`src/mem_pkg.sv`:
```
`default_nettype none

package mem_pkg;

	localparam int ADDR_W = 12; // word address width.
	localparam int DATA_W = 32; // memory word width.

	// word addresses of the three regions.
	localparam logic [ADDR_W-1:0] TEMPLATE_BASE = 'h000; // set s at +4s.
	localparam logic [ADDR_W-1:0] WINDOW_BASE   = 'h100; // set s window w at +32s+4w.
	localparam logic [ADDR_W-1:0] RESULT_BASE   = 'h200; // sad at +2s, index at +2s+1.

	localparam int NUM_REQ  = 3;                // peers on the memory port.
	localparam int REQ_ID_W = $clog2(NUM_REQ); // width of a requester number.

	localparam int REQ_TEMPLATE = 0; // template fetcher.
	localparam int REQ_WINDOW   = 1; // window fetcher.
	localparam int REQ_RESULT   = 2; // result writer in the sequencer.

endpackage

`default_nettype wire

```
`src/tm_pkg.sv`:
```
`default_nettype none

package tm_pkg;

	localparam int PATCH_DIM       = 4; // patch edge in pixels.
	localparam int WORDS_PER_PATCH = 4; // 32-bit words per 4x4 patch.
	localparam int NUM_WINDOWS     = 8; // candidate windows per set.
	localparam int NUM_SETS        = 2; // sets per frame.

	// byte 0 sits in the low bits of word 0, row-major order.
	typedef logic [PATCH_DIM*PATCH_DIM-1:0][7:0] patch_t;

	typedef logic [11:0] sad_t;     // holds 16 * 255.
	typedef logic [2:0]  win_idx_t; // window number inside a set.

endpackage

`default_nettype wire
```
`src/match_ctrl.sv`:
```
`timescale 1ns/1ps
`default_nettype none

module match_ctrl (
	input  wire logic                       clk,
	input  wire logic                       rst_n,
	input  wire logic                       start,
	output logic                            busy,
	output logic                            frame_done,
	output logic                            tpl_start,
	output logic                            win_start,
	output logic      [mem_pkg::ADDR_W-1:0] tpl_base,
	output logic      [mem_pkg::ADDR_W-1:0] win_base,
	input  wire logic                       tpl_done,
	input  wire logic                       win_done,
	input  wire logic                       result_valid,
	input  tm_pkg::sad_t                    best_sad,
	input  tm_pkg::win_idx_t                best_idx,
	output logic                            req,
	output logic                            we,
	output logic      [mem_pkg::ADDR_W-1:0] addr,
	output logic      [mem_pkg::DATA_W-1:0] wdata,
	input  wire logic                       gnt
);
	import mem_pkg::*;
	import tm_pkg::*;

	localparam int SET_W = $clog2(NUM_SETS + 1);

	typedef enum logic [2:0] {
		IDLE,
		TEMPLATE,
		WINDOWS,
		WAIT_RESULT,
		WRITE_SAD,
		WRITE_IDX,
		DONE
	} state_t;

	state_t            state;
	logic [SET_W-1:0]  set_cnt;
	sad_t              res_sad;
	win_idx_t          res_idx;
	logic [ADDR_W-1:0] result_addr;
	logic              last_set;

	assign busy       = state != IDLE;
	assign frame_done = state == DONE;
	assign last_set   = set_cnt == SET_W'(NUM_SETS - 1);

	assign tpl_base    = TEMPLATE_BASE + ADDR_W'(set_cnt * WORDS_PER_PATCH);
	assign win_base    = WINDOW_BASE + ADDR_W'(set_cnt * NUM_WINDOWS * WORDS_PER_PATCH);
	assign result_addr = RESULT_BASE + ADDR_W'(set_cnt * 2); // two words per set.

	assign req   = (state == WRITE_SAD) || (state == WRITE_IDX);
	assign we    = req;
	assign addr  = (state == WRITE_IDX) ? result_addr + ADDR_W'(1) : result_addr;
	assign wdata = (state == WRITE_IDX) ? DATA_W'(res_idx) : DATA_W'(res_sad);

	always_ff @(posedge clk or negedge rst_n) begin
		if (!rst_n) begin
			state     <= IDLE;
			set_cnt   <= '0;
			tpl_start <= 1'b0;
			win_start <= 1'b0;
		end else begin
			tpl_start <= 1'b0;
			win_start <= 1'b0;
			case (state)
				IDLE: if (start) begin
					set_cnt   <= '0;
					tpl_start <= 1'b1;
					state     <= TEMPLATE;
				end
				TEMPLATE: if (tpl_done) begin
					win_start <= 1'b1;
					state     <= WINDOWS;
				end
				WINDOWS: if (win_done)
					state <= WAIT_RESULT;
				WAIT_RESULT: if (result_valid)
					state <= WRITE_SAD;
				WRITE_SAD: if (gnt)
					state <= WRITE_IDX;
				WRITE_IDX: if (gnt) begin
					if (last_set) begin
						state <= DONE;
					end else begin
						set_cnt   <= set_cnt + SET_W'(1); // next set's bases follow.
						tpl_start <= 1'b1;
						state     <= TEMPLATE;
					end
				end
				DONE:    state <= IDLE;
				default: state <= IDLE;
			endcase
		end
	end

	always_ff @(posedge clk) begin
		if (result_valid) begin
			res_sad <= best_sad;
			res_idx <= best_idx;
		end
	end

endmodule

`default_nettype wire

```
`src/mem_arbiter.sv`:
```
`timescale 1ns/1ps
`default_nettype none

module mem_arbiter (
	input  wire logic                       clk,
	input  wire logic                       rst_n,
	input  wire logic [mem_pkg::NUM_REQ-1:0] req,
	input  wire logic [mem_pkg::NUM_REQ-1:0] we,
	input  wire logic [mem_pkg::ADDR_W-1:0] addr_0,
	input  wire logic [mem_pkg::ADDR_W-1:0] addr_1,
	input  wire logic [mem_pkg::ADDR_W-1:0] addr_2,
	input  wire logic [mem_pkg::DATA_W-1:0] wdata_0,
	input  wire logic [mem_pkg::DATA_W-1:0] wdata_1,
	input  wire logic [mem_pkg::DATA_W-1:0] wdata_2,
	output logic      [mem_pkg::NUM_REQ-1:0] gnt,
	output logic      [mem_pkg::NUM_REQ-1:0] rvalid,
	output logic      [mem_pkg::DATA_W-1:0] rdata,
	output logic                            mem_req,
	output logic                            mem_we,
	output logic      [mem_pkg::ADDR_W-1:0] mem_addr,
	output logic      [mem_pkg::DATA_W-1:0] mem_wdata,
	input  wire logic                       mem_ready,
	input  wire logic                       mem_rvalid,
	input  wire logic [mem_pkg::DATA_W-1:0] mem_rdata
);
	import mem_pkg::*;

	logic [REQ_ID_W-1:0] ptr;     // first requester to look at.
	logic [REQ_ID_W-1:0] pick;    // round-robin winner this cycle.
	logic                found;
	logic [REQ_ID_W-1:0] sel;     // requester driving the port.
	logic                any;
	logic                accept;
	logic                lock;    // a stalled request must not change.
	logic [REQ_ID_W-1:0] lock_id;
	logic [REQ_ID_W-1:0] rd_id;   // owner of the read in flight.

	always_comb begin
		int cand;
		pick  = ptr;
		found = 1'b0;
		for (int i = 0; i < NUM_REQ; i++) begin
			cand = (int'(ptr) + i) % NUM_REQ;
			if (!found && req[cand]) begin
				found = 1'b1;
				pick  = REQ_ID_W'(cand);
			end
		end
	end

	assign sel    = lock ? lock_id : pick;
	assign any    = lock ? req[lock_id] : found;
	assign accept = any && mem_ready;

	always_comb begin
		mem_addr  = addr_0;
		mem_wdata = wdata_0;
		case (sel)
			REQ_WINDOW: begin
				mem_addr  = addr_1;
				mem_wdata = wdata_1;
			end
			REQ_RESULT: begin
				mem_addr  = addr_2;
				mem_wdata = wdata_2;
			end
			default: ;
		endcase
	end

	assign mem_req = any;
	assign mem_we  = any && we[sel];
	assign gnt     = accept ? (NUM_REQ'(1) << sel) : '0;
	assign rdata   = mem_rdata; // only the rvalid bit is steered.
	assign rvalid  = mem_rvalid ? (NUM_REQ'(1) << rd_id) : '0;

	always_ff @(posedge clk or negedge rst_n) begin
		if (!rst_n) begin
			ptr     <= '0;
			lock    <= 1'b0;
			lock_id <= '0;
			rd_id   <= '0;
		end else begin
			lock    <= any && !mem_ready;
			lock_id <= sel;
			if (accept) begin
				ptr <= (sel == REQ_ID_W'(NUM_REQ - 1)) ? '0 : sel + REQ_ID_W'(1); // next in ring.
				if (!we[sel])
					rd_id <= sel;
			end
		end
	end

endmodule

`default_nettype wire

```
`src/patch_fetch.sv`:
```
`timescale 1ns/1ps
`default_nettype none

module patch_fetch #(
	parameter int NUM_PATCHES = 1,
	parameter int CREDITS     = 1
) (
	input  wire logic                       clk,
	input  wire logic                       rst_n,
	input  wire logic                       start,
	input  wire logic [mem_pkg::ADDR_W-1:0] base_addr,
	output logic                            done,
	output logic                            req,
	output logic                            we,
	output logic      [mem_pkg::ADDR_W-1:0] addr,
	output logic      [mem_pkg::DATA_W-1:0] wdata,
	input  wire logic                       gnt,
	input  wire logic                       rvalid,
	input  wire logic [mem_pkg::DATA_W-1:0] rdata,
	output logic                            patch_valid,
	output tm_pkg::patch_t                  patch,
	input  wire logic                       credit
);
	import mem_pkg::*;
	import tm_pkg::*;

	localparam int CNT_W  = $clog2(CREDITS + 1);
	localparam int PIDX_W = $clog2(NUM_PATCHES + 1);
	localparam int ISS_W  = $clog2(WORDS_PER_PATCH + 1);
	localparam int RX_W   = $clog2(WORDS_PER_PATCH);

	logic              active;     // a job is running.
	logic [CNT_W-1:0]  credit_cnt;
	logic [ISS_W-1:0]  iss_word;   // reads issued for the current patch.
	logic [RX_W-1:0]   rx_word;    // words returned for the current patch.
	logic [PIDX_W-1:0] patch_idx;
	logic [ADDR_W-1:0] next_addr;
	logic              spend;      // last word of a patch arrives.
	logic              last_patch;

	assign spend      = rvalid && (rx_word == RX_W'(WORDS_PER_PATCH - 1));
	assign last_patch = patch_idx == PIDX_W'(NUM_PATCHES - 1);

	// reads go out only while a credit covers the patch being built.
	assign req   = active && (credit_cnt != '0) && (iss_word != ISS_W'(WORDS_PER_PATCH));
	assign addr  = next_addr;
	assign we    = 1'b0; // read-only requester.
	assign wdata = '0;

	always_ff @(posedge clk or negedge rst_n) begin
		if (!rst_n) begin
			active      <= 1'b0;
			credit_cnt  <= CNT_W'(CREDITS);
			iss_word    <= '0;
			rx_word     <= '0;
			patch_idx   <= '0;
			next_addr   <= '0;
			patch_valid <= 1'b0;
			done        <= 1'b0;
		end else begin
			patch_valid <= spend;
			done        <= patch_valid && !active; // after the final patch.
			case ({credit, spend})
				2'b10:   credit_cnt <= credit_cnt + CNT_W'(1);
				2'b01:   credit_cnt <= credit_cnt - CNT_W'(1);
				default: ;
			endcase
			if (start) begin
				active    <= 1'b1;
				next_addr <= base_addr;
				iss_word  <= '0;
				rx_word   <= '0;
				patch_idx <= '0;
			end else begin
				if (gnt) begin
					next_addr <= next_addr + ADDR_W'(1);
					iss_word  <= iss_word + ISS_W'(1);
				end
				if (rvalid)
					rx_word <= rx_word + RX_W'(1);
				if (spend) begin
					rx_word   <= '0;
					iss_word  <= '0;
					patch_idx <= patch_idx + PIDX_W'(1);
					if (last_patch)
						active <= 1'b0;
				end
			end
		end
	end

	always_ff @(posedge clk) begin
		if (rvalid)
			patch[rx_word * (DATA_W / 8) +: DATA_W / 8] <= rdata; // pack word in place.
	end

endmodule

`default_nettype wire

```
`src/sad_engine.sv`:
```
`timescale 1ns/1ps
`default_nettype none

module sad_engine (
	input  wire logic     clk,
	input  wire logic     rst_n,
	input  wire logic     tpl_valid,
	input  tm_pkg::patch_t tpl_patch,
	output logic          tpl_credit,
	input  wire logic     win_valid,
	input  tm_pkg::patch_t win_patch,
	output logic          win_credit,
	output logic          result_valid,
	output tm_pkg::sad_t  best_sad,
	output tm_pkg::win_idx_t best_idx
);
	import tm_pkg::*;

	localparam int WCNT_W = $clog2(NUM_WINDOWS + 1);

	patch_t            tpl_q;
	logic              tpl_held;    // template present, windows may be scored.
	patch_t            fifo_mem [2];
	logic              wr_ptr;
	logic              rd_ptr;
	logic [1:0]        fifo_cnt;
	logic [WCNT_W-1:0] win_cnt;     // windows scored so far.
	logic              pop;
	logic              last_win;
	sad_t              cur_sad;
	win_idx_t          cur_idx;

	function automatic logic [7:0] abs_diff(input logic [7:0] a, input logic [7:0] b);
		return (a > b) ? a - b : b - a;
	endfunction

	assign pop        = tpl_held && (fifo_cnt != 2'd0);
	assign win_credit = pop;          // the slot is free as soon as it is read.
	assign tpl_credit = result_valid; // template slot frees with the result.
	assign cur_idx    = win_idx_t'(win_cnt);
	assign last_win   = win_cnt == WCNT_W'(NUM_WINDOWS - 1);

	always_comb begin
		cur_sad = '0;
		for (int i = 0; i < PATCH_DIM * PATCH_DIM; i++) begin
			cur_sad = cur_sad + sad_t'(abs_diff(tpl_q[i], fifo_mem[rd_ptr][i]));
		end
	end

	always_ff @(posedge clk or negedge rst_n) begin
		if (!rst_n) begin
			tpl_held     <= 1'b0;
			win_cnt      <= '0;
			result_valid <= 1'b0;
			wr_ptr       <= 1'b0;
			rd_ptr       <= 1'b0;
			fifo_cnt     <= 2'd0;
		end else begin
			result_valid <= pop && last_win;
			if (win_valid)
				wr_ptr <= ~wr_ptr;
			if (pop)
				rd_ptr <= ~rd_ptr;
			case ({win_valid, pop})
				2'b10:   fifo_cnt <= fifo_cnt + 2'd1;
				2'b01:   fifo_cnt <= fifo_cnt - 2'd1;
				default: ;
			endcase
			if (tpl_valid) begin
				tpl_held <= 1'b1; // new set starts counting.
				win_cnt  <= '0;
			end else if (pop) begin
				if (last_win) begin
					tpl_held <= 1'b0;
					win_cnt  <= '0;
				end else begin
					win_cnt <= win_cnt + WCNT_W'(1);
				end
			end
		end
	end

	always_ff @(posedge clk) begin
		if (win_valid)
			fifo_mem[wr_ptr] <= win_patch;
		if (tpl_valid) begin
			tpl_q    <= tpl_patch;
			best_sad <= '1; // above any real sad.
			best_idx <= '0;
		end else if (pop && (cur_sad < best_sad)) begin
			best_sad <= cur_sad; // strict, so a tie keeps the lower index.
			best_idx <= cur_idx;
		end
	end

endmodule

`default_nettype wire

```
`src/template_match_top.sv`:
```
`timescale 1ns/1ps
`default_nettype none

module template_match_top (
	input  wire logic                       clk,
	input  wire logic                       rst_n,
	input  wire logic                       start,
	output logic                            busy,
	output logic                            frame_done,
	output logic                            mem_req,
	output logic                            mem_we,
	output logic      [mem_pkg::ADDR_W-1:0] mem_addr,
	output logic      [mem_pkg::DATA_W-1:0] mem_wdata,
	input  wire logic                       mem_ready,
	input  wire logic [mem_pkg::DATA_W-1:0] mem_rdata,
	input  wire logic                       mem_rvalid
);
	import mem_pkg::*;
	import tm_pkg::*;

	logic [NUM_REQ-1:0] arb_req;
	logic [NUM_REQ-1:0] arb_we;
	logic [NUM_REQ-1:0] arb_gnt;
	logic [NUM_REQ-1:0] arb_rvalid;
	logic [DATA_W-1:0]  arb_rdata;
	logic [ADDR_W-1:0]  tpl_addr;
	logic [ADDR_W-1:0]  win_addr;
	logic [ADDR_W-1:0]  res_addr;
	logic [DATA_W-1:0]  res_wdata;
	logic               tpl_start;
	logic               win_start;
	logic [ADDR_W-1:0]  tpl_base;
	logic [ADDR_W-1:0]  win_base;
	logic               tpl_done;
	logic               win_done;
	logic               tpl_valid;
	logic               win_valid;
	logic               tpl_credit;
	logic               win_credit;
	patch_t             tpl_patch;
	patch_t             win_patch;
	logic               result_valid;
	sad_t               best_sad;
	win_idx_t           best_idx;

	assign arb_we[REQ_TEMPLATE] = 1'b0; // fetchers only read.
	assign arb_we[REQ_WINDOW]   = 1'b0;

	match_ctrl u_ctrl (
		.clk(clk), .rst_n(rst_n), .start(start), .busy(busy), .frame_done(frame_done),
		.tpl_start(tpl_start), .win_start(win_start), .tpl_base(tpl_base), .win_base(win_base),
		.tpl_done(tpl_done), .win_done(win_done), .result_valid(result_valid),
		.best_sad(best_sad), .best_idx(best_idx), .req(arb_req[REQ_RESULT]),
		.we(arb_we[REQ_RESULT]), .addr(res_addr), .wdata(res_wdata), .gnt(arb_gnt[REQ_RESULT])
	);

	mem_arbiter u_arb (
		.clk(clk), .rst_n(rst_n), .req(arb_req), .we(arb_we),
		.addr_0(tpl_addr), .addr_1(win_addr), .addr_2(res_addr),
		.wdata_0('0), .wdata_1('0), .wdata_2(res_wdata),
		.gnt(arb_gnt), .rvalid(arb_rvalid), .rdata(arb_rdata),
		.mem_req(mem_req), .mem_we(mem_we), .mem_addr(mem_addr), .mem_wdata(mem_wdata),
		.mem_ready(mem_ready), .mem_rvalid(mem_rvalid), .mem_rdata(mem_rdata)
	);

	patch_fetch #(.NUM_PATCHES(1), .CREDITS(1)) u_tpl_fetch (
		.clk(clk), .rst_n(rst_n), .start(tpl_start), .base_addr(tpl_base), .done(tpl_done),
		.req(arb_req[REQ_TEMPLATE]), .we(), .addr(tpl_addr), .wdata(),
		.gnt(arb_gnt[REQ_TEMPLATE]), .rvalid(arb_rvalid[REQ_TEMPLATE]), .rdata(arb_rdata),
		.patch_valid(tpl_valid), .patch(tpl_patch), .credit(tpl_credit)
	);

	patch_fetch #(.NUM_PATCHES(NUM_WINDOWS), .CREDITS(2)) u_win_fetch (
		.clk(clk), .rst_n(rst_n), .start(win_start), .base_addr(win_base), .done(win_done),
		.req(arb_req[REQ_WINDOW]), .we(), .addr(win_addr), .wdata(),
		.gnt(arb_gnt[REQ_WINDOW]), .rvalid(arb_rvalid[REQ_WINDOW]), .rdata(arb_rdata),
		.patch_valid(win_valid), .patch(win_patch), .credit(win_credit)
	);

	sad_engine u_sad (
		.clk(clk), .rst_n(rst_n),
		.tpl_valid(tpl_valid), .tpl_patch(tpl_patch), .tpl_credit(tpl_credit),
		.win_valid(win_valid), .win_patch(win_patch), .win_credit(win_credit),
		.result_valid(result_valid), .best_sad(best_sad), .best_idx(best_idx)
	);

endmodule

`default_nettype wire

```
`config.mk`:
```
export PLATFORM = sky130hd
export DESIGN_NAME = template_match_top
export DESIGN_NICKNAME = d
export VERILOG_FILES = /design/src/mem_pkg.sv /design/src/tm_pkg.sv /design/src/match_ctrl.sv /design/src/mem_arbiter.sv /design/src/patch_fetch.sv /design/src/sad_engine.sv /design/src/template_match_top.sv
export SDC_FILE = /design/constraint.sdc
export NUM_CORES = 1
export LEC_CHECK = 0
export ABC_AREA = 0
export CAP_MARGIN = 20
export CORE_UTILIZATION = 24
export CTS_BUF_LIST = sky130_fd_sc_hd__clkbuf_8 sky130_fd_sc_hd__clkbuf_16
export CTS_CLUSTER_SIZE = 25
export DETAILED_ROUTE_END_ITERATION = 7
export DONT_BUFFER_PORTS = 1
export PLACE_DENSITY = 0.42
export REMOVE_ABC_BUFFERS = 1
export SKIP_LAST_GASP = 1
export SLEW_MARGIN = 20
export SYNTH_ARGS = -nofsm -noshare
export SYNTH_HDL_FRONTEND = slang
export SYNTH_HIERARCHICAL = 1
export SYNTH_SLANG_ARGS = --single-unit
```
`constraint.sdc`:
```
create_clock -name clk -period 26 [get_ports clk]
set_input_delay 5.2 -clock clk [delete_from_list [all_inputs] [get_ports clk]]
set_output_delay 5.2 -clock clk [all_outputs]
set_load 0.01 [all_outputs]
```
==> flow_metrics.env, run 1 <==
export IMPL_status="complete, no violations"
export IMPL_wl_um=114000
export IMPL_period_needed_ps=12180
export IMPL_slowest_stage="buf_4"
export IMPL_rsz0062_at_grt="false"
export IMPL_maxCapViolCount=0
export IMPL_finClkSkew_ps=28.9
export IMPL_hpwlAfterDp_um=79800
export IMPL_drc=0
export IMPL_cp_common_cell="fa_1"
export IMPL_cts_resized=0
export IMPL_tightest_slew_ps=1140
export IMPL_num_rows=153
export IMPL_nets=3991
export IMPL_grt_pass1_vias=24900
export IMPL_fmax_mhz=82.1
export IMPL_fin_crit_sh_pct=46.9
export IMPL_gp_congestion=0.813
export IMPL_setup_viol_count_final=0
export IMPL_clk_path_buf_depth=3
export IMPL_wl_per_cell_um=19.3
export IMPL_die_h_um=422
export IMPL_finalHoldViolCount=0
export IMPL_cts_sinks=742
export IMPL_antenna_found_initial=21
export IMPL_postCtsHoldBufs=0
export IMPL_first_pass_iters=4
export IMPL_syn2layout_area_growth_pct=12.7
export IMPL_slowest_delay_ps=820
export IMPL_syn_area_per_cell_sq_um=12.2
export IMPL_clk_latency_ps=680
export IMPL_setup_worst_path_start_class="register"
export IMPL_core_sq_um=175000
export IMPL_grt_ovfl_total=0
export IMPL_critPathKind="reg -> reg"
export IMPL_route_vias_total=24700
export IMPL_crit_fanout=39
export IMPL_die_area_sq_um=178000
export IMPL_setup_tns_ps=0
export IMPL_yosysWarnings=6
export IMPL_tritoncts="done"
export IMPL_ios=85
export IMPL_slew_viol_final=0
export IMPL_synth_cells=3458
export IMPL_post_cts_buffers=0
export IMPL_worstSetupEndpointType="register"
export IMPL_cts_inserted_buffers=86
export IMPL_root_buffer="clkbuf_16"
export IMPL_portBuffers=0
export IMPL_grtUsageTotal_pct=12.8
export IMPL_drt_initial_drc_count=1367
export IMPL_slew_headroom_pct=23.7
export IMPL_grt_max_degree=89
export IMPL_start_util_pct=24.2
export IMPL_n_fill_cell=18000
export IMPL_required_ps=26540
export IMPL_drive_above_1_share_pct=6.06
export IMPL_h_tree_depth=3
export IMPL_path_clk_slew_ps=60
export IMPL_hp_class="reg -> reg"
export IMPL_synth_area_sq_um=42300
export IMPL_ant_nets=0
export IMPL_crit_arrival_ps=12720
export IMPL_die_width_um=422
export IMPL_grt_pass1_wl_um=168000
export IMPL_vias_per_cell=4.18
## layout by cell type (no fill, tap or decap), types with 19 or more instances in the layout
| master | n |
|---|---|
| a21boi_0 | 29 |
| o21ai_1 | 21 |
| dfrtp_1 | 68 |
| xnor2_1 | 77 |
| clkbuf_16 | 88 |
| o21ai_0 | 63 |
| a21oi_1 | 233 |
| nor3_1 | 19 |
| and2_1 | 264 |
| and3_1 | 21 |
| a22oi_1 | 45 |
| edfxtp_1 | 655 |
| inv_1 | 446 |
| mux2i_1 | 253 |
| nor2_1 | 127 |
| a21o_1 | 39 |
| fa_1 | 140 |
| buf_4 | 29 |
| nand2_1 | 103 |
| conb_1 | 117 |
| xor2_1 | 54 |
| nand3_1 | 47 |
| a211oi_1 | 22 |
| ha_1 | 299 |
| o21bai_1 | 35 |
## routing by layer
metal	global-route usage (%)	up-vias	routed length, um
met5	0	-	0
met4	3.33	0	2070
met3	2.00	103	4490
met2	21.9	373	55700
met1	16.6	12300	51700
li1	-	12000	-
## registers in the layout, summed over array words and instances, names as in the netlist, 4 cells and up
signal / cells
u_ctrl/res_sad: 12
u_sad/best_sad: 12
u_sad/fifo_mem: 256
u_sad/tpl_q: 128
u_sad/win_cnt: 4
u_tpl_fetch/addr: 12
u_tpl_fetch/patch: 128
u_win_fetch/addr: 12
u_win_fetch/patch: 128
u_win_fetch/patch_idx: 4
## cell type report
| type | count | area, sq um | share of cell area (%) |
|---|---|---|---|
| Tap cell | 2325 | 2910 | 6.10 |
| Antenna cell | 8 | 20.0 | 0.0420 |
| Sequential cell | 742 | 21800 | 45.7 |
| Multi-Input combinational cell | 2216 | 18300 | 38.4 |
| Clock inverter | 71 | 607 | 1.27 |
| Timing Repair Buffer | 29 | 218 | 0.456 |
| Clock buffer | 88 | 2200 | 4.62 |
| Inverter | 437 | 1640 | 3.44 |
## critical path: cells and delay by family, from the launching register on
kind,cells,cell delay (ps)
compound gates,6,2240
simple gates,6,810
xor+xnor,2,570
flops,1,760
mux,3,840
fa+ha+maj,10,4450
buf+inv,8,2200
## through the flow
| step | std cells | setup slack, ps | hold slack [ps] | util [%] | instance area (sq um) |
|---|---|---|---|---|---|
| 4_1_cts | 5908 | 13650 | 397 | 27.3 | 47700 |
| 3_5_place_dp | 5749 | 13720 | 405 | 25.7 | 44900 |
| 3_3_place_gp | 5749 | 13880 | 401 | 25.7 | 44900 |
| 2_1_floorplan | 3395 | 12700 | 400 | - | 41700 |
| 5_1_grt | 5913 | 13140 | 412 | 27.3 | 47700 |
| 6_report | 5916 | 13820 | 400 | 27.3 | 47700 |
## final timing paths
check | startpoint | endpoint | slack (ps) | cells past startpoint
setup / recovery | u_sad/rd_ptr | u_sad/best_idx[0] | 13820 | 35
max in group asynchronous | rst_n | u_tpl_fetch/credit_cnt | 21500 | 0
min in group asynchronous | rst_n | u_tpl_fetch/addr[11] | 4210 | 0
hold / removal | u_tpl_fetch/patch[71] | u_sad/tpl_q[71] | 400 | 0
hold reg to reg | u_tpl_fetch/patch[71] | u_sad/tpl_q[71] | 400 | 0
setup reg to reg | u_sad/rd_ptr | u_sad/best_idx[0] | 13820 | 35
Power of run 1 is not shown: default switching activity piles up to over one toggle a cycle in this logic, so the estimate is an artifact.
==> run 2, diff against run 1 <==
--- a/config.mk
+++ b/config.mk
@@ -12,7 +12,7 @@
 export CTS_CLUSTER_SIZE = 25
 export DETAILED_ROUTE_END_ITERATION = 7
 export DONT_BUFFER_PORTS = 1
-export PLACE_DENSITY = 0.42
+export PLACE_DENSITY = 0.43
 export REMOVE_ABC_BUFFERS = 1
 export SKIP_LAST_GASP = 1
 export SLEW_MARGIN = 20
==> constraint.sdc (replaced) <==
create_clock -name clk -period 11 [get_ports clk]
set_input_delay 2.2 -clock clk [delete_from_list [all_inputs] [get_ports clk]]
set_output_delay 2.2 -clock clk [all_outputs]
set_load 0.01 [all_outputs]
==> run 2 against run 1 <==
Compared with the run above:
- setup slack lost 13000 ps
- wire length decreased by 1.5%
- critical path type unchanged
- die area unchanged
- hold slack better by 2.7 ps
==> flow_metrics.env, run 2 (synthesized netlist as in run 1, its figures left out) <==
export IMPL_status="complete, no violations"
export IMPL_tritoncts="done"
export IMPL_first_pass_iters=5
export IMPL_nets=4002
export IMPL_grt_pass1_wl_um=166000
export IMPL_cpLargestDelayFamily="adder cells"
export IMPL_core_sq_um=175000
export IMPL_setup_worst_path_start_class="register"
export IMPL_crit_fanout=20
export IMPL_finClkSkew_ps=52.2
export IMPL_worstHoldStart="u_tpl_fetch/patch[101]"
export IMPL_fin_crit_sh_pct=91.9
export IMPL_largest_reg_flops=256
export IMPL_root_buffer="clkbuf_16"
export IMPL_hp_class="reg -> reg"
export IMPL_vias_per_cell=4.18
export IMPL_grt_pass1_vias=25300
export IMPL_clk_latency_ps=710
export IMPL_setup_viol_count_final=0
export IMPL_die_area_sq_um=178000
export IMPL_rsz0062_at_grt="false"
export IMPL_slowest_stage="dfrtp_4"
export IMPL_cts_sinks=742
export IMPL_gp_congestion=0.835
export IMPL_cts_resized=0
export IMPL_n_fill_cell=18000
export IMPL_period_needed_ps=10110
export IMPL_slowest_delay_ps=750
export IMPL_timing_rr_end="u_sad/best_idx[1]"
export IMPL_finalHoldViolCount=0
export IMPL_crit_arrival_ps=10670
export IMPL_worstSetupEndpointType="register"
export IMPL_r2r_cells=35
export IMPL_layout_cells_most_common_list="655 x edfxtp_1, 443 x inv_1, 300 x ha_1"
export IMPL_die_h_um=422
export IMPL_num_rows=153
export IMPL_h_tree_depth=3
export IMPL_route_vias_total=24800
export IMPL_rrSetupSlack_ps=890
export IMPL_slew_headroom_pct=25.2
export IMPL_grtUsageTotal_pct=12.6
export IMPL_postCtsHoldBufs=0
export IMPL_portBuffers=0
export IMPL_drt_initial_drc_count=1405
export IMPL_clk_path_buf_depth=3
export IMPL_grt_max_degree=106
export IMPL_drc=0
export IMPL_layout_commonest_cell="edfxtp_1"
export IMPL_hpwlAfterDp_um=78200
export IMPL_start_util_pct=24.2
export IMPL_drive_above_1_share_pct=6.24
export IMPL_ios=85
export IMPL_setup_ws_ps=892
export IMPL_cts_inserted_buffers=86
export IMPL_fmax_mhz=98.9
export IMPL_post_cts_buffers=0
export IMPL_wl_um=112000
export IMPL_antenna_found_initial=22
export IMPL_critPathBufInv=8
export IMPL_regToRegStartpoint="u_sad/rd_ptr"
export IMPL_worstSetupPathDepth=35
export IMPL_min_to="u_sad/tpl_q[101]"
export IMPL_cp_common_cell="fa_1"
export IMPL_largest_register="u_sad/fifo_mem"
export IMPL_grt_ovfl_total=0
export IMPL_place_ws_ps=800
export IMPL_syn2layout_area_growth_pct=12.8
export IMPL_maxCapViolCount=0
export IMPL_required_ps=11560
export IMPL_ant_nets=0
export IMPL_die_width_um=422
export IMPL_tightest_slew_ps=1120
export IMPL_slew_viol_final=0
export IMPL_path_clk_slew_ps=60
export IMPL_wl_per_cell_um=18.9
export IMPL_critPathKind="reg -> reg"
export IMPL_hold_depth=0
run 2: changes by cell type in the layout (fill, tap and decap cells not counted), sizes merged:
| cell | change |
|---|---|
| diode | +4 |
| bufinv | -5 |
| clkbuf | -1 |
| inv | +1 |
| buf | +11 |
run 2: per-layer routing:
layer	track usage [%]	wire length, um	vias to the layer above
li1	-	-	12000
met2	20.5	52500	423
met4	4.87	3720	0
met1	16.3	50300	12200
met3	2.44	5750	139
met5	0	0	-
run 2: how the worst max path moves through the flow:
stage | from | endpoint | slack [ps]
finish | u_sad/rd_ptr | u_sad/best_idx[1] | 890
global route | u_sad/rd_ptr | u_sad/best_idx[1] | 290
CTS | u_sad/rd_ptr | u_sad/best_idx[2] | 740
detailed placement | u_sad/rd_ptr | u_sad/best_idx[0] | 800
global placement | u_sad/rd_ptr | u_sad/best_idx[2] | 860
floorplan | u_sad/rd_ptr | u_sad/best_idx[0] | -2300
run 2: worst register-to-register path: cells and delay by family (launching register included):
family	cells	cell delay, ps
mux	3	780
fa+ha+maj	10	4350
xor+xnor	2	510
simple gates	6	780
buf+inv	8	910
flops	1	750
compound gates	6	1900
run 2: cell type report:
cell class / count / area (sq um) / share of cell area, %
sequential: 742 / 21800 / 45.6
multi-input combinational: 2216 / 18300 / 38.4
tap: 2325 / 2910 / 6.09
clock buffer: 87 / 2170 / 4.54
inverter: 437 / 1640 / 3.44
clock inverter: 67 / 522 / 1.09
timing repair buffer: 40 / 363 / 0.760
antenna: 12 / 30.0 / 0.0629
run 2: metrics by stage:
stage / utilization [%] / hold slack (ps) / std cells / setup TNS [ps] / area (sq um)
2_1_floorplan: - / 400 / 3395 / -32230 / 41700
3_3_place_gp: 25.8 / 401 / 5760 / 0 / 45000
3_5_place_dp: 25.8 / 405 / 5760 / 0 / 45000
4_1_cts: 27.3 / 399 / 5914 / 0 / 47700
5_1_grt: 27.3 / 407 / 5915 / 0 / 47700
6_report: 27.3 / 403 / 5926 / 0 / 47700
Power of run 2 is left out for the same reason.
